`config.mk`:
```
export PLATFORM = sky130hd
export DESIGN_NAME = pipe_ctrl_top
export DESIGN_NICKNAME = d
export VERILOG_FILES = /design/src/design/pipe_pkg.sv /design/src/design/hazard_unit.sv /design/src/design/stage_tracker.sv /design/src/design/periph_credit_port.sv /design/src/design/pipe_ctrl_top.sv
export VERILOG_INCLUDE_DIRS = /design/src /design/src/design
export SDC_FILE = /design/constraint.sdc
export NUM_CORES = 1
export LEC_CHECK = 0
export CORE_UTILIZATION = 28
export DETAILED_ROUTE_END_ITERATION = 12
export DONT_BUFFER_PORTS = 1
export SKIP_CTS_REPAIR_TIMING = 1
export SLEW_MARGIN = 20
export SYNTH_ARGS = -nofsm -noshare
export SYNTH_HDL_FRONTEND = slang
export SYNTH_SLANG_ARGS = --single-unit
```
`constraint.sdc`:
```
create_clock -name clk -period 2.3 [get_ports clk]
set_input_delay 0.23 -clock clk [delete_from_list [all_inputs] [get_ports clk]]
set_output_delay 0.23 -clock clk [all_outputs]
set_load 0.02 [all_outputs]
```
`src/design/pipe_macros.svh`:
```
`ifndef PIPE_MACROS_SVH
`define PIPE_MACROS_SVH

// width of a register file address, x0..x31
`define REG_ADDR_W 5

// request credits the peripheral bus grants after reset
// the port never holds more than this
`define BUS_CREDITS 2

`endif

```
`src/design/pipe_pkg.sv`:
```
`include "pipe_macros.svh"

package pipe_pkg;

  // where the writeback value of an instruction comes from
  typedef enum logic [1:0] {
    ALU           = 2'd0,
    DMEM_RD_DATA  = 2'd1,
    CSR_READ_DATA = 2'd2,
    PC_PLUS4      = 2'd3
  } result_src_e;

  // operand source select for the EX stage operand muxes
  typedef enum logic [2:0] {
    NO_FORWARD      = 3'd0,
    MEM1_ALU_RESULT = 3'd1,
    MEM2_MEM_RDATA  = 3'd2,
    MEM2_ALU_RESULT = 3'd3,
    WB_RESULT       = 3'd4
  } forward_sel_e;

  // peripheral request port states
  typedef enum logic [1:0] {
    IDLE        = 2'd0,
    WAIT_CREDIT = 2'd1,
    WAIT_RSP    = 2'd2
  } port_state_e;

  // control view of one instruction in a pipeline stage
  typedef struct packed {
    logic                   valid;
    logic [`REG_ADDR_W-1:0] rs1_addr;
    logic [`REG_ADDR_W-1:0] rs2_addr;
    logic [`REG_ADDR_W-1:0] rd_addr;
    result_src_e            result_src;
    logic                   branch_taken;
    // load/store to the peripheral bus
    logic                   periph;
    logic                   trap_valid;
  } stage_ctrl_t;

  // stall and flush bits for the pipeline registers
  typedef struct packed {
    logic if_stall;
    logic id_stall;
    logic ex_stall;
    logic mem1_stall;
    logic id_flush;
    logic ex_flush;
    logic mem1_flush;
    logic mem2_flush;
    logic wb_flush;
  } hazard_ctrl_t;

endpackage

```
`src/design/hazard_unit.sv`:
```
`timescale 1ns/1ps
`include "pipe_macros.svh"

module hazard_unit (
  input  pipe_pkg::stage_ctrl_t  id_ctrl,
  input  pipe_pkg::stage_ctrl_t  ex_ctrl,
  input  pipe_pkg::stage_ctrl_t  mem1_ctrl,
  input  pipe_pkg::stage_ctrl_t  mem2_ctrl,
  input  pipe_pkg::stage_ctrl_t  wb_ctrl,
  input  logic                   periph_stall,
  output pipe_pkg::hazard_ctrl_t hazard,
  output pipe_pkg::forward_sel_e ex_fwd_a,
  output pipe_pkg::forward_sel_e ex_fwd_b,
  output logic                   id_fwd_a,
  output logic                   id_fwd_b
);

  // a valid producer writes the register that src reads, x0 excluded
  function automatic logic writes_reg(
    input logic [`REG_ADDR_W-1:0] src,
    input pipe_pkg::stage_ctrl_t  prod
  );
    return prod.valid && (src != '0) && (prod.rd_addr == src);
  endfunction

  // valid ID instruction reads a register written by prod
  function automatic logic id_reads(
    input pipe_pkg::stage_ctrl_t id,
    input pipe_pkg::stage_ctrl_t prod
  );
    return id.valid && (writes_reg(id.rs1_addr, prod) || writes_reg(id.rs2_addr, prod));
  endfunction

  // youngest producer wins, MEM2 load data before MEM2 alu data
  function automatic pipe_pkg::forward_sel_e ex_fwd_sel(
    input logic [`REG_ADDR_W-1:0] src,
    input pipe_pkg::stage_ctrl_t  mem1,
    input pipe_pkg::stage_ctrl_t  mem2,
    input pipe_pkg::stage_ctrl_t  wb
  );
    pipe_pkg::forward_sel_e sel;
    if (writes_reg(src, mem1)) begin
      sel = pipe_pkg::MEM1_ALU_RESULT;
    end else if (writes_reg(src, mem2) && (mem2.result_src == pipe_pkg::DMEM_RD_DATA)) begin
      sel = pipe_pkg::MEM2_MEM_RDATA;
    end else if (writes_reg(src, mem2)) begin
      sel = pipe_pkg::MEM2_ALU_RESULT;
    end else if (writes_reg(src, wb)) begin
      sel = pipe_pkg::WB_RESULT;
    end else begin
      sel = pipe_pkg::NO_FORWARD;
    end
    return sel;
  endfunction

  logic redirect;
  logic ex_trap;
  logic mem1_trap;
  logic mem2_trap;
  logic wb_trap;
  logic load_use_stall;
  logic csr_use_stall;
  logic use_stall;

  // taken branch or jump resolved in EX
  assign redirect  = ex_ctrl.valid & ex_ctrl.branch_taken;

  assign ex_trap   = ex_ctrl.valid & ex_ctrl.trap_valid;
  assign mem1_trap = mem1_ctrl.valid & mem1_ctrl.trap_valid;
  assign mem2_trap = mem2_ctrl.valid & mem2_ctrl.trap_valid;
  assign wb_trap   = wb_ctrl.valid & wb_ctrl.trap_valid;

  // load data is not ready before MEM2, so one bubble is needed
  assign load_use_stall = (ex_ctrl.result_src == pipe_pkg::DMEM_RD_DATA) &&
                          id_reads(id_ctrl, ex_ctrl);

  // csr read data only shows up at writeback
  assign csr_use_stall =
    ((ex_ctrl.result_src == pipe_pkg::CSR_READ_DATA) && id_reads(id_ctrl, ex_ctrl)) ||
    ((mem1_ctrl.result_src == pipe_pkg::CSR_READ_DATA) && id_reads(id_ctrl, mem1_ctrl)) ||
    ((mem2_ctrl.result_src == pipe_pkg::CSR_READ_DATA) && id_reads(id_ctrl, mem2_ctrl));

  // the ID instruction is thrown away on a redirect, no point stalling it
  assign use_stall = (load_use_stall | csr_use_stall) & ~redirect;

  assign ex_fwd_a = ex_fwd_sel(ex_ctrl.rs1_addr, mem1_ctrl, mem2_ctrl, wb_ctrl);
  assign ex_fwd_b = ex_fwd_sel(ex_ctrl.rs2_addr, mem1_ctrl, mem2_ctrl, wb_ctrl);

  // register file write and read land in the same cycle
  assign id_fwd_a = writes_reg(id_ctrl.rs1_addr, wb_ctrl);
  assign id_fwd_b = writes_reg(id_ctrl.rs2_addr, wb_ctrl);

  always_comb begin
    hazard.if_stall   = use_stall | periph_stall;
    hazard.id_stall   = use_stall | periph_stall;
    hazard.ex_stall   = periph_stall;
    hazard.mem1_stall = periph_stall;

    // a trap kills everything younger than itself
    hazard.id_flush   = redirect | ex_trap | mem1_trap | mem2_trap | wb_trap;
    hazard.ex_flush   = (redirect & ~periph_stall) | mem1_trap | mem2_trap | wb_trap;
    hazard.mem1_flush = mem2_trap | wb_trap;
    hazard.mem2_flush = wb_trap;
    hazard.wb_flush   = wb_trap;
  end

endmodule

```
`src/design/stage_tracker.sv`:
```
`timescale 1ns/1ps

module stage_tracker (
  input  logic                   clk,
  input  logic                   arst_n,
  input  pipe_pkg::stage_ctrl_t  id_ctrl,
  input  pipe_pkg::hazard_ctrl_t hazard,
  output pipe_pkg::stage_ctrl_t  ex_ctrl,
  output pipe_pkg::stage_ctrl_t  mem1_ctrl,
  output pipe_pkg::stage_ctrl_t  mem2_ctrl,
  output pipe_pkg::stage_ctrl_t  wb_ctrl
);

  localparam pipe_pkg::stage_ctrl_t BUBBLE = '0;

  // next content of one stage register
  // flush beats hold, hold beats a bubble from a stalled predecessor
  function automatic pipe_pkg::stage_ctrl_t next_stage(
    input pipe_pkg::stage_ctrl_t cur,
    input pipe_pkg::stage_ctrl_t prev,
    input logic                  flush,
    input logic                  stall,
    input logic                  prev_stall
  );
    pipe_pkg::stage_ctrl_t nxt;
    if (flush) begin
      nxt = BUBBLE;
    end else if (stall) begin
      nxt = cur;
    end else if (prev_stall) begin
      nxt = BUBBLE;
    end else begin
      nxt = prev;
    end
    return nxt;
  endfunction

  pipe_pkg::stage_ctrl_t id_in;
  pipe_pkg::stage_ctrl_t ex_nxt;
  pipe_pkg::stage_ctrl_t mem1_nxt;
  pipe_pkg::stage_ctrl_t mem2_nxt;
  pipe_pkg::stage_ctrl_t wb_nxt;

  // an empty decode slot enters EX as a clean bubble
  assign id_in = id_ctrl.valid ? id_ctrl : BUBBLE;

  assign ex_nxt = next_stage(ex_ctrl, id_in, hazard.ex_flush, hazard.ex_stall,
                             hazard.id_stall);

  assign mem1_nxt = next_stage(mem1_ctrl, ex_ctrl, hazard.mem1_flush, hazard.mem1_stall,
                               hazard.ex_stall);

  // MEM2 and WB never hold, they drain behind a stalled MEM1
  assign mem2_nxt = next_stage(mem2_ctrl, mem1_ctrl, hazard.mem2_flush, 1'b0,
                               hazard.mem1_stall);

  assign wb_nxt = next_stage(wb_ctrl, mem2_ctrl, hazard.wb_flush, 1'b0, 1'b0);

  always_ff @(posedge clk or negedge arst_n) begin
    if (!arst_n) begin
      ex_ctrl   <= BUBBLE;
      mem1_ctrl <= BUBBLE;
      mem2_ctrl <= BUBBLE;
      wb_ctrl   <= BUBBLE;
    end else begin
      ex_ctrl   <= ex_nxt;
      mem1_ctrl <= mem1_nxt;
      mem2_ctrl <= mem2_nxt;
      wb_ctrl   <= wb_nxt;
    end
  end

endmodule

```
`src/design/periph_credit_port.sv`:
```
`timescale 1ns/1ps
`include "pipe_macros.svh"

module periph_credit_port (
  input  logic                   clk,
  input  logic                   arst_n,
  input  pipe_pkg::stage_ctrl_t  mem1_ctrl,
  input  logic                   periph_credit_return,
  input  logic                   periph_rsp_valid,
  output logic                   periph_req_valid,
  output logic [`REG_ADDR_W-1:0] periph_req_tag,
  output logic                   periph_stall
);

  localparam int               CNT_W       = $clog2(`BUS_CREDITS + 1);
  localparam logic [CNT_W-1:0] MAX_CREDITS = CNT_W'(`BUS_CREDITS);

  pipe_pkg::port_state_e state;
  pipe_pkg::port_state_e state_nxt;
  logic [CNT_W-1:0]      credit_cnt;
  logic                  mem1_periph;
  logic                  issue;
  logic                  rsp_done;

  assign mem1_periph = mem1_ctrl.valid & mem1_ctrl.periph;

  // IDLE counts as passing through WAIT_CREDIT, so a free credit
  // lets the request go out in the cycle the access reaches MEM1
  assign issue    = mem1_periph && (state != pipe_pkg::WAIT_RSP) && (credit_cnt != '0);
  assign rsp_done = (state == pipe_pkg::WAIT_RSP) && periph_rsp_valid;

  assign periph_req_valid = issue;
  assign periph_req_tag   = mem1_ctrl.rd_addr;
  // drops in the response cycle so the access leaves MEM1 on that edge
  assign periph_stall     = mem1_periph & ~rsp_done;

  always_comb begin
    state_nxt = state;
    case (state)
      pipe_pkg::IDLE, pipe_pkg::WAIT_CREDIT: begin
        if (issue) begin
          state_nxt = pipe_pkg::WAIT_RSP;
        end else if (mem1_periph) begin
          state_nxt = pipe_pkg::WAIT_CREDIT;
        end else begin
          // access flushed before it got a credit
          state_nxt = pipe_pkg::IDLE;
        end
      end
      pipe_pkg::WAIT_RSP: begin
        if (periph_rsp_valid) begin
          state_nxt = pipe_pkg::IDLE;
        end
      end
      default: state_nxt = pipe_pkg::IDLE;
    endcase
  end

  always_ff @(posedge clk or negedge arst_n) begin
    if (!arst_n) begin
      state      <= pipe_pkg::IDLE;
      credit_cnt <= MAX_CREDITS;
    end else begin
      state <= state_nxt;
      // return and issue in one cycle cancel out
      case ({periph_credit_return, issue})
        2'b10: begin
          if (credit_cnt != MAX_CREDITS) begin
            credit_cnt <= credit_cnt + 1'b1;
          end
        end
        2'b01: credit_cnt <= credit_cnt - 1'b1;
        default: credit_cnt <= credit_cnt;
      endcase
    end
  end

endmodule

```
`src/design/pipe_ctrl_top.sv`:
```
`timescale 1ns/1ps
`include "pipe_macros.svh"

module pipe_ctrl_top (
  input  logic                   clk,
  input  logic                   arst_n,
  // decoded instruction in the ID slot
  input  pipe_pkg::stage_ctrl_t  id_ctrl,
  input  logic                   periph_credit_return,
  input  logic                   periph_rsp_valid,
  output pipe_pkg::hazard_ctrl_t hazard,
  output pipe_pkg::forward_sel_e ex_fwd_a,
  output pipe_pkg::forward_sel_e ex_fwd_b,
  output logic                   id_fwd_a,
  output logic                   id_fwd_b,
  output pipe_pkg::stage_ctrl_t  wb_ctrl,
  output logic                   periph_req_valid,
  output logic [`REG_ADDR_W-1:0] periph_req_tag
);

  pipe_pkg::stage_ctrl_t ex_ctrl;
  pipe_pkg::stage_ctrl_t mem1_ctrl;
  pipe_pkg::stage_ctrl_t mem2_ctrl;
  logic                  periph_stall;

  stage_tracker u_stage_tracker (
    .clk       (clk),
    .arst_n    (arst_n),
    .id_ctrl   (id_ctrl),
    .hazard    (hazard),
    .ex_ctrl   (ex_ctrl),
    .mem1_ctrl (mem1_ctrl),
    .mem2_ctrl (mem2_ctrl),
    .wb_ctrl   (wb_ctrl)
  );

  hazard_unit u_hazard_unit (
    .id_ctrl      (id_ctrl),
    .ex_ctrl      (ex_ctrl),
    .mem1_ctrl    (mem1_ctrl),
    .mem2_ctrl    (mem2_ctrl),
    .wb_ctrl      (wb_ctrl),
    .periph_stall (periph_stall),
    .hazard       (hazard),
    .ex_fwd_a     (ex_fwd_a),
    .ex_fwd_b     (ex_fwd_b),
    .id_fwd_a     (id_fwd_a),
    .id_fwd_b     (id_fwd_b)
  );

  // MEM1 peripheral access, source of the bus stall
  periph_credit_port u_periph_credit_port (
    .clk                  (clk),
    .arst_n               (arst_n),
    .mem1_ctrl            (mem1_ctrl),
    .periph_credit_return (periph_credit_return),
    .periph_rsp_valid     (periph_rsp_valid),
    .periph_req_valid     (periph_req_valid),
    .periph_req_tag       (periph_req_tag),
    .periph_stall         (periph_stall)
  );

endmodule

```
==> results by stage, run 1 <==
Worst setup path:
- The type of destination of the critical path is a primary output.
- For this design, the slowest cell found on the critical path is sky130_fd_sc_hd__or4_4.
- Traced cell by cell, the critical path runs through or4_4 > nor2_4 > nor4_2 > nor2b_1.
- The critical path contains buffers and inverters numbering 0 combined.
- Broken down by cell family, the worst path's largest delay share belongs to simple AND/OR/NAND/NOR gates.
- The worst setup path category is reg2out.
- For the worst setup path, the data arrival time is 1980 ps.
- The longest individual stage delay on the worst path is 560 ps.
- The biggest fanout along the worst timing path is 6.
- STA classifies the critical path startpoint as a flip-flop.
- For the worst setup path, the data required time is 2070 ps.

Synth:
- The share of synthesized area occupied by flip-flops and latches is 47.6%.
- The share of the synthesized area in the top cell type is 47.1%.
- After synthesis, the mean cell area works out to 9.88 µm².
- The number of flip-flops and latches in the synthesized netlist is 88.
- The number of synthesis warnings is 0.
- Synthesis produced 468 cells.
- The post-synth design cell area is 0.00463 mm².
- The cell taking the most area after synthesis is sky130_fd_sc_hd__dfrtp_1.
- The synthesized netlist net count is 493.
- In the post-synthesis netlist, the biggest area contributors are sky130_fd_sc_hd__dfrtp_1 47%, sky130_fd_sc_hd__xnor2_1 7.6%, sky130_fd_sc_hd__xor2_1 6.1%.
- The distinct cell type count of the synthesized netlist is 35.

Pwr:
- The power density over the cells is 1430 mW/mm².
- The clock share of power is 18.8%.
- The static power due to leakage is 2.31 nW.
- The switching part of the total is 42.6%.
- The design internal power is 0.00426 W.
- The peak supply drop is 0.527 mV.
- The switching power summed over all nets is 0.00317 W.
- After layout, the design draws a total of 0.00743 W.
- The power share of the combinational group is 37.9%.
- Of the total power, registers draw 43.3%.

STA:
- The worst hold slack after final layout is 17.9 ps.
- In the finished design, the share of the clock period the worst path needs comes to 96.2%.
- Setup violations remaining at the end of the flow were counted as 0.
- Static timing analysis puts the maximum clock frequency at 452 MHz.
- The worst clock skew is 6.21 ps.
- The number of endpoints with negative hold slack in the final report was 0.
- The final count of pins violating max slew is 0.
- The worst path in the final design needs a cycle of 2210 ps, including I/O delays and setup.
- The worst pin sits at a relative slew slack of 68.3%.
- The slew at the pin closest to its max-slew limit is 471 ps.
- After layout, the worst setup slack is 88.1 ps.

Layout:
- Of the cells placed in the final design, the portion with a size suffix greater than 1 is 23.1%.
- The final cell count without fillers is 674.
- After the last flow step, the layout net total stands at 479.
- The utilization after layout is 32.4%.
- The antenna diode count is 0.
- Fill cells in the final layout number 1668.
- The area added between synthesis and finish is 12.0%.

Place:
- The number of placed instances, taps included, is 651.
- The worst setup slack after placement is 294 ps.
- In this run the tool buffered the top-level ports with 0 buffer cells.
- Detailed placement finished with a half-perimeter wire length of 8.32 mm.
- At the end of routability-driven placement, the weighted congestion stood at 0.864.

GRT:
- The aggregate global routing overflow is 0.
- For this run, the total global-route usage over all layers was measured as 14.6%.
- The via count of the first global-routing pass is 3228.
- The initial antenna violation count is 0.
- The maximum number of pins on one net before global-route repair is 89.
- The first global-routing pass estimated 18.4 mm of wire.

Clock network:
- For the worst-skew pair, the clock arrives at the later sink with an insertion delay of 350 ps.
- Counting the buffers created by CTS gives 9.
- The library cell used as clock root buffer is sky130_fd_sc_hd__clkbuf_16.
- The clock slew seen by the registers of the worst setup and hold paths is 70 ps.
- Counting every sink on the clock net gives 88.
- The clock tree synthesis step divided the H-tree into 3 levels.
- TritonCTS built the clock tree.
- The largest buffer count on any clock path is 2.

Flow run:
- Across the run, the number of max-cap violations was 0.

Floorplan:
- The die area is 0.0170 mm².
- The initialized floorplan defines 46 standard-cell rows.
- The core box area is 0.0160 mm².
- The effective utilization at floorplan is 28.9%.
- The die is 131 µm tall.
- In this run the horizontal extent of the chip is 131 µm.
- The number of top-level pins is 69.

Detailed routing:
- After the first detailed-routing iteration, the DRC count stood at 215.
- The residual antenna-violating net count after detailed routing is 0.
- Using the TritonRoute via totals, the vias-per-cell ratio works out to 4.68.
- Wire segments on met3 add up to 967 µm in the final route.
- The first detailed-routing pass ran for 4 iterations.
- The uppermost layer routed is met4.
- The met1 routed wirelength after detailed routing is 5.08 mm.
- The detailed-route wire length is 11.7 mm.
- The wire length per cell after detailed routing is 17.4 µm.
- For this run, design rule violations remaining after detail routing come to 0.
- Wire segments on met2 add up to 5.46 mm in the final route.
- Summing over every cut layer, the via total after detailed routing is 3154.

Min path:
- The worst min-delay path class is in2reg.

Status:
- The run finished with clean final reports.
## area by class of cell
| type | instances | area (µm²) | share of cell area [%] |
|---|---|---|---|
| sequential | 88 | 2220 | 42.8 |
| timing repair buffer | 37 | 300 | 5.80 |
| inverter | 3 | 11.3 | 0.217 |
| tap | 216 | 270 | 5.22 |
| clock buffer | 10 | 239 | 4.61 |
| multi-input combinational | 315 | 2100 | 40.6 |
| clock inverter | 5 | 41.3 | 0.797 |
## per-layer routing
metal  vias up  global-route usage (%)
li1       1506                       -
met1      1546                    18.6
met2        86                    22.4
met3        16                    4.60
met4         0                    7.44
met5         -                       0
## registers in the layout (all words and copies together) (netlist names)
name / cells
u_periph_credit_port.credit_cnt: 2
u_periph_credit_port.state: 2
u_stage_tracker.ex_ctrl: 21
u_stage_tracker.mem1_ctrl: 21
u_stage_tracker.mem2_ctrl: 21
u_stage_tracker.wb_ctrl: 21
## layout by cell type (no fill, tap or decap), types with 3 or more instances in the layout
cell,instances
sky130_fd_sc_hd__a21o_1,4
sky130_fd_sc_hd__a21oi_1,21
sky130_fd_sc_hd__and2_1,21
sky130_fd_sc_hd__and3_1,21
sky130_fd_sc_hd__buf_4,35
sky130_fd_sc_hd__clkbuf_16,9
sky130_fd_sc_hd__dfrtp_1,77
sky130_fd_sc_hd__dfrtp_2,10
sky130_fd_sc_hd__nand2_1,68
sky130_fd_sc_hd__nand3_1,25
sky130_fd_sc_hd__nand4_1,8
sky130_fd_sc_hd__nor2_1,8
sky130_fd_sc_hd__nor2_4,4
sky130_fd_sc_hd__nor2b_1,4
sky130_fd_sc_hd__nor3_1,3
sky130_fd_sc_hd__nor4_1,6
sky130_fd_sc_hd__nor4_2,7
sky130_fd_sc_hd__o21ai_0,4
sky130_fd_sc_hd__o21ai_2,21
sky130_fd_sc_hd__or4_4,5
sky130_fd_sc_hd__xnor2_1,40
sky130_fd_sc_hd__xor2_1,32
## cell usage after synthesis, drive strengths merged
master       count
mux2i            1
xor2            32
inv              3
and3            21
nor3             5
dfstp            1
o21ai           25
nor2b            5
buf             32
dfrtp           87
nand2b           2
clkbuf          25
or4              6
and2            22
nand2           68
nor4            13
nand3           25
nor2            12
nand4            8
dlygate4sd1      5
o311ai           1
a21oi           21
a21o             5
o211ai           1
xnor2           40
o31ai            2
## cell families (layout without fill, tap and decap cells)
| group | Yosys count | count (layout) | synth area share, % |
|---|---|---|---|
| and+or+nand+nor | 187 | 187 | 20.8 |
| buffers and inverters | 65 | 55 | 8.85 |
| AOI/OAI and AO/OA | 55 | 55 | 8.87 |
| DFF | 88 | 88 | 47.6 |
| xor gates and xnor gates | 72 | 72 | 13.6 |
| muxes | 1 | 1 | 0.216 |
## power groups by stage
stage | Sequential (W) | Clock (W) | Combinational [W]
after floorplan | 0.00278 | 0 | 0.00239
after CTS | 0.00321 | 0.00143 | 0.00261
after detailed placement | 0.00324 | 0 | 0.00259
after global routing | 0.00331 | 0.00149 | 0.00312
final | 0.00322 | 0.00139 | 0.00282
after global placement | 0.00322 | 0 | 0.00256
## path summary, 6_finish.rpt
kind / start / to / cells after the start / slack [ps]
hold reg to reg: u_stage_tracker.mem2_ctrl[10] / u_stage_tracker.wb_ctrl[10] / 1 / 450
setup reg to reg: u_stage_tracker.mem2_ctrl[9] / u_stage_tracker.ex_ctrl[15] / 7 / 380
min in group asynchronous: arst_n / u_periph_credit_port.state[1] / 2 / 460
hold / removal: id_ctrl[2] / u_stage_tracker.ex_ctrl[2] / 2 / 20
setup / recovery: u_stage_tracker.ex_ctrl[15] / ex_fwd_a[1] / 4 / 90
max in group asynchronous: arst_n / u_stage_tracker.wb_ctrl[6] / 2 / 1460
## metrics by stage
step / setup TNS, ps / area (µm²)
3_5_place_dp: 0 / 4720
4_1_cts: -338 / 5000
5_1_grt: -15.0 / 5180
2_1_floorplan: 0 / 4630
6_report: 0 / 5180
3_3_place_gp: 0 / 4720
No activity file was read; power rests on OpenSTA's default activity.
==> run 2, diff against run 1 <==
--- a/config.mk
+++ b/config.mk
@@ -9,6 +9,7 @@
 export CORE_UTILIZATION = 28
 export DETAILED_ROUTE_END_ITERATION = 12
 export DONT_BUFFER_PORTS = 1
+export MAX_ROUTING_LAYER = met4
 export SKIP_CTS_REPAIR_TIMING = 1
 export SLEW_MARGIN = 20
 export SYNTH_ARGS = -nofsm -noshare
==> results by stage, run 2 (same netlist as run 1, synthesis figures left out) <==
Worst setup path:
- Data arrives at the worst endpoint at 2010 ps.
- The startpoint type of the worst setup path is a flip-flop.
- Counting cells, the worst reg-to-reg path comes to 7.
- The longest individual stage delay on the worst path is 460 ps.
- At the worst endpoint, the required time is 2070 ps.
- The largest individual stage delay along the critical path comes from the cell sky130_fd_sc_hd__dfrtp_2.
- The critical path buffer and inverter count is 1.
- The worst register-to-register path begins at u_stage_tracker.mem2_ctrl[5].
- The endpoint identified for the worst register-to-register timing path is u_stage_tracker.ex_ctrl[15].
- The worst-case register-to-register setup slack is 390 ps.
- The signal on the critical path passes through buf_4 > xor2_1 > nor4_1 > nor2b_1.
- The worst setup path category is reg2out.
- The type of destination of the critical path is a primary output.
- Of all nets on the critical path, the largest fanout is 5.
- The kind of cell with the highest combined delay along the critical path is simple AND/OR/NAND/NOR gates.

Clock network:
- The H-tree was split into 3 levels.
- The number of sinks on the clock net is 88.
- The clock insertion delay at the later pin of the skew report is 350 ps.
- The clock slew seen by the registers of the worst setup and hold paths is 60 ps.
- In this run, CTS created clock tree buffers numbering 9.
- CTS placed an instance of sky130_fd_sc_hd__clkbuf_16 at the clock tree root.
- The longest clock path from root to sink contains 2 buffers.
- TritonCTS built the clock tree.

Layout:
- The area added between synthesis and finish is 10.4%.
- The library cell used most frequently in the layout, excluding fill and tap cells, is sky130_fd_sc_hd__dfrtp_1.
- With fillers left out, the area of the finished cells amounts to 0.00511 mm².
- The net count of the finished layout is 479.
- Cells fill 31.9% of the core in the end.
- Of the cells placed in the final design, the portion with a size suffix greater than 1 is 21.8%.
- Leaving out fill and tap cells, the most frequent cells in the layout are 76 x sky130_fd_sc_hd__dfrtp_1, 68 x sky130_fd_sc_hd__nand2_1, 40 x sky130_fd_sc_hd__xnor2_1.
- The repair_antennas step left the layout with diodes totalling 0.

Pwr:
- Summed over all cells, the static leakage comes to 2.31 nW.
- The power density over the cells is 1430 mW/mm².
- IR analysis of the VDD net gives a maximum drop of 0.402 mV.

Floorplan:
- For this configuration, the core starts out at a cell density of 28.9%.
- The die is 131 µm wide.
- The height of the chip is 131 µm.
- In this run the standard cell core region covers 0.0160 mm².
- The number of top-level pins is 69.
- The die covers 0.0170 mm².
- The placement row count is 46.

GRT:
- The aggregate global routing overflow is 0.
- The first-pass GRT wire length is 18.5 mm.
- The via count of the first global-routing pass came to 3249.
- The initial antenna violation count is 0.
- The maximum number of pins on one net before global-route repair is 89.
- The total routing resource utilization after global routing is 15.2%.

Flow run:
- The max-cap violation count is 0.

STA:
- After layout, the worst setup slack is 64.3 ps.
- The highest achievable clock rate is 447 MHz.
- For the pin with the worst max-slew slack, the measured transition is 516 ps.
- The worst slew slack as a fraction of its limit is 65.3%.
- The number of endpoints with negative hold slack in the final report came to 88.
- The final critical path time including I/O delays and setup is 2240 ps.
- The worst hold slack after final layout is -417 ps.
- The final count of pins violating max slew is 0.
- Setup violations remaining at the end of the flow were counted as 0.
- The worst clock skew is 6.95 ps.
- The worst path uses 97.2% of the clock period.

Status:
- The checks that failed: hold timing.
- The flow ran to the end, but the final reports show violations.

Detailed routing:
- The detailed-route via count is 3184.
- The residual antenna-violating net count after detailed routing is 0.
- The final layout contains routed wiring with a total length of 12.0 mm.
- The wire length per cell after detailed routing is 17.8 µm.
- Using the TritonRoute via totals, the vias-per-cell ratio works out to 4.72.
- The total DRC errors in the routed layout is 0.
- The first-pass iteration count of the detailed router is 4.
- After the first detailed-routing iteration, the DRC count stood at 208.

Place:
- The worst setup slack after placement is 289 ps.
- The estimated wirelength of the detail-placed design is 8.50 mm.
- The number of port buffers is 0.
- The final RePlAce weighted congestion is 0.889.
- After detailed placement, the total cell area comes to 0.00472 mm².

Min path:
- The tightest min-delay check is of the in2async type.
run 2: cell count changes in the layout (fill, tap and decap cells not counted), moves of 2 or more:
cell	delta
sky130_fd_sc_hd__clkinvlp_4	-2
sky130_fd_sc_hd__buf_4	+2
sky130_fd_sc_hd__or4_1	+3
sky130_fd_sc_hd__nor4_2	-4
sky130_fd_sc_hd__clkinv_2	+3
sky130_fd_sc_hd__or4_4	-3
sky130_fd_sc_hd__nor4_1	+4
run 2: stage by stage:
stage | instances | total power [W] | TNS (ps)
2_1_floorplan | 468 | 0.00517 | 0
3_3_place_gp | 652 | 0.00579 | 0
3_5_place_dp | 652 | 0.00585 | 0
4_1_cts | 668 | 0.00723 | -496
5_1_grt | 675 | 0.00778 | -24.5
6_report | 675 | 0.00730 | 0
run 2: worst max-delay path by stage:
stage | startpoint | endpoint | slack [ps] | cells past startpoint
4_1_cts | u_stage_tracker.ex_ctrl[8] | hazard[8] | -110 | 6
2_1_floorplan | id_ctrl[13] | hazard[8] | 200 | 8
3_5_place_dp | u_stage_tracker.ex_ctrl[10] | ex_fwd_b[2] | 290 | 5
3_3_place_gp | u_stage_tracker.ex_ctrl[15] | ex_fwd_a[2] | 290 | 5
5_1_grt | u_stage_tracker.mem2_ctrl[9] | hazard[8] | -10 | 6
6_report | u_stage_tracker.ex_ctrl[15] | ex_fwd_a[1] | 60 | 4
run 2: area by class of cell:
cell class,count,area [µm²]
well taps,216,270
clock inverters,5,32.5
fillers,1653,10900
flip-flops and latches,88,2220
multi-input cells,315,2050
clock buffers,11,243
repair buffers,37,278
inverters,3,11.3
run 2: power breakdown:
part	internal (W)	switching [W]
logic	0.00124	0.00153
clock network	0.000759	0.000595
registers	0.00224	0.000939
total	0.00423	0.00306
run 2: metal layers:
| metal | global-route usage (%) | part of all wire [%] | vias up |
|---|---|---|---|
| met5 | - | 0 | - |
| met4 | 5.14 | 1.7 | 0 |
| met3 | 5.05 | 6.8 | 13 |
| met2 | 22.3 | 45 | 87 |
| met1 | 19.4 | 46 | 1588 |
| li1 | - | - | 1496 |
==> run 3, diff against run 2 <==
==> constraint.sdc (replaced) <==
create_clock -name clk -period 2.3 [get_ports clk]
set_input_delay 0.115 -clock clk [delete_from_list [all_inputs] [get_ports clk]]
set_output_delay 0.115 -clock clk [all_outputs]
set_load 0.02 [all_outputs]
==> results by stage, run 3 (same netlist as run 1, synthesis figures left out) <==
Status:
- The flow ran to the end, and the final reports show no timing, DRC or antenna violations.

STA:
- The number of endpoints with negative hold slack in the final report was 0.
- The period utilization is 96.9%.
- Setup repair after global routing could not meet its margin everywhere.
- The highest achievable clock rate is 449 MHz.
- Clock skew on the completed layout was measured at 6.63 ps.
- Setup violations remaining at the end of the flow were counted as 0.
- Measured against its own limit, the worst slew margin works out to 58.9%.
- The worst path in the final design needs a cycle of 2230 ps, including I/O delays and setup.
- The slew at the pin closest to its max-slew limit is 610 ps.
- Summed over all failing endpoints, the final setup total negative slack is 0 ps.
- The final count of pins violating max slew came to 0.

Place:
- The estimated wirelength of the detail-placed design is 8.40 mm.
- Buffers placed on the I/O ports in this run total 0.
- The final RePlAce weighted congestion is 0.901.
- Counting tap cells, the placed design contains a total of 654 instances.
- The area after detailed placement is 0.00474 mm².

Detailed routing:
- The via count normalized by instance count is 4.76.
- Before antenna repair, the detailed router went through 4 iterations.
- In this run the remaining antenna-violating nets after routing total 0.
- In this run, the number of DRC markers left after iteration 0 of detailed routing was 227.
- The detailed-route wire length is 12.0 mm.
- Across all layers, the routed design uses 3313 vias.
- For this run, design rule violations remaining after detail routing come to 0.
- In the final routed layout, each cell accounts on average for 17.2 µm.

Floorplan:
- The floorplan step set the die width to 131 µm.
- The region available for standard cell placement spans 0.0160 mm².
- The number of top-level pins is 69.
- Once the floorplan was initialized, standard cells occupied 28.9% of the core.
- Row generation in the floorplan step produced 46 rows.
- The height of the chip is 131 µm.
- The die area is 0.0170 mm².

Pwr:
- For this design the ratio of total power to cell area is 1380 mW/mm².
- The design draws 0.00735 W.
- Summed over all cells, the static leakage comes to 2.42 nW.
- IR analysis of the VDD net gives a maximum drop of 0.478 mV.

Min path:
- The min-delay analysis places its worst path in the category in2reg.
- The worst hold path terminates at u_periph_credit_port.credit_cnt[0].
- The worst min-delay path startpoint is periph_credit_return.
- The worst hold path passes through 2 cells.

GRT:
- The maximum number of pins on one net before global-route repair is 89.
- The total overflow left after global routing is 0.
- The via count of the first global-routing pass was 3328.
- The initial antenna violation count is 0.
- Global routing consumed, over all layers together, 15.4% of the routing resources.
- The first-pass GRT wire length is 18.7 mm.

Clock network:
- TritonCTS built the clock tree.
- Clock tree synthesis found a total of 88 sinks.
- The tree is rooted in a sky130_fd_sc_hd__clkbuf_16.
- Clock latency on the worst-skew pair, taken at its later pin, is 340 ps.
- The clock slew seen by the registers of the worst setup and hold paths is 60 ps.
- The total number of H-tree levels is 3.
- The largest buffer count on any clock path is 2.
- The number of clock buffers added by TritonCTS is 9.

Worst setup path:
- The worst path arrival time is 2110 ps.
- The worst setup path is launched from a flip-flop.
- For the worst setup path, the data required time is 2180 ps.
- The biggest fanout along the worst timing path is 6.
- The path depth of the worst reg2reg path is 8.
- The startpoint identified for the worst register-to-register timing path is u_stage_tracker.ex_ctrl[7].
- In this run the critical register-to-register path is captured at u_stage_tracker.ex_ctrl[15].
- The worst setup path category is reg2out.
- The worst setup path is captured at a primary output.
- The worst-case register-to-register setup slack is 350 ps.

Layout:
- The finished layout holds 696 standard cells, fillers aside.
- Cells fill 33.2% of the core in the end.
- The area growth from synthesis to layout is 14.9%.
- Cells with a size suffix above 1 make up 17.1% of the layout.
- Leaving out fill and tap cells, the most frequent cell in the layout is sky130_fd_sc_hd__dfrtp_1.
- After routing the design area is 0.00532 mm².
- The final layout contains 500 nets.
- The number of antenna diodes in the final layout is 0.
- In the layout the commonest cells are 86 x sky130_fd_sc_hd__dfrtp_1, 68 x sky130_fd_sc_hd__nand2_1, 40 x sky130_fd_sc_hd__xnor2_1.

Flow run:
- The max-cap violation count is 0.
==> run 3: final cells by class <==
type / instances / area [µm²]
repair buffers: 58 / 510
inverters: 3 / 11.3
flip-flops and latches: 88 / 2200
clock inverters: 5 / 56.3
fillers: 1669 / 10700
well taps: 216 / 270
multi-input cells: 315 / 2020
clock buffers: 11 / 243
==> run 3: worst max path at each step <==
| stage | to | from |
|---|---|---|
| finish | ex_fwd_b[1] | u_stage_tracker.ex_ctrl[14] |
| global route | ex_fwd_b[1] | u_stage_tracker.ex_ctrl[14] |
| CTS | hazard[8] | u_stage_tracker.mem2_ctrl[7] |
| detailed placement | u_stage_tracker.ex_ctrl[15] | u_stage_tracker.mem2_ctrl[9] |
| global placement | u_stage_tracker.ex_ctrl[15] | u_stage_tracker.mem2_ctrl[7] |
| floorplan | ex_fwd_b[2] | u_stage_tracker.wb_ctrl[9] |
==> run 3: layer usage <==
layer	vias up	GRT usage, %	wire (µm)
met3	16	4.19	821
met2	92	22.9	5480
met1	1666	20.0	5500
met4	0	5.27	208
met5	-	-	0
li1	1539	-	-
==> run 3: power by group <==
group          total (W)  leakage (nW)  internal (W)  switching [W]
registers        0.00315          1.16       0.00222       0.000925
logic            0.00274          1.11       0.00121        0.00153
clock network    0.00146         0.145      0.000869       0.000594
==> run 3: stage by stage <==
stage / setup WS [ps] / hold WS (ps)
floorplan: 423 / -181
global placement: 243 / -178
detailed placement: 236 / -177
CTS: -84.6 / -548
global route: -23.0 / 107
finish: 70.8 / 89.8
==> run 3: critical path, stage by stage, from the launching register on <==
cell and delay (ps):
sky130_fd_sc_hd__dfrtp_1 570, sky130_fd_sc_hd__or4_1 170, sky130_fd_sc_hd__nor2_1 60, sky130_fd_sc_hd__nor4_1 540, sky130_fd_sc_hd__nor2b_1 430
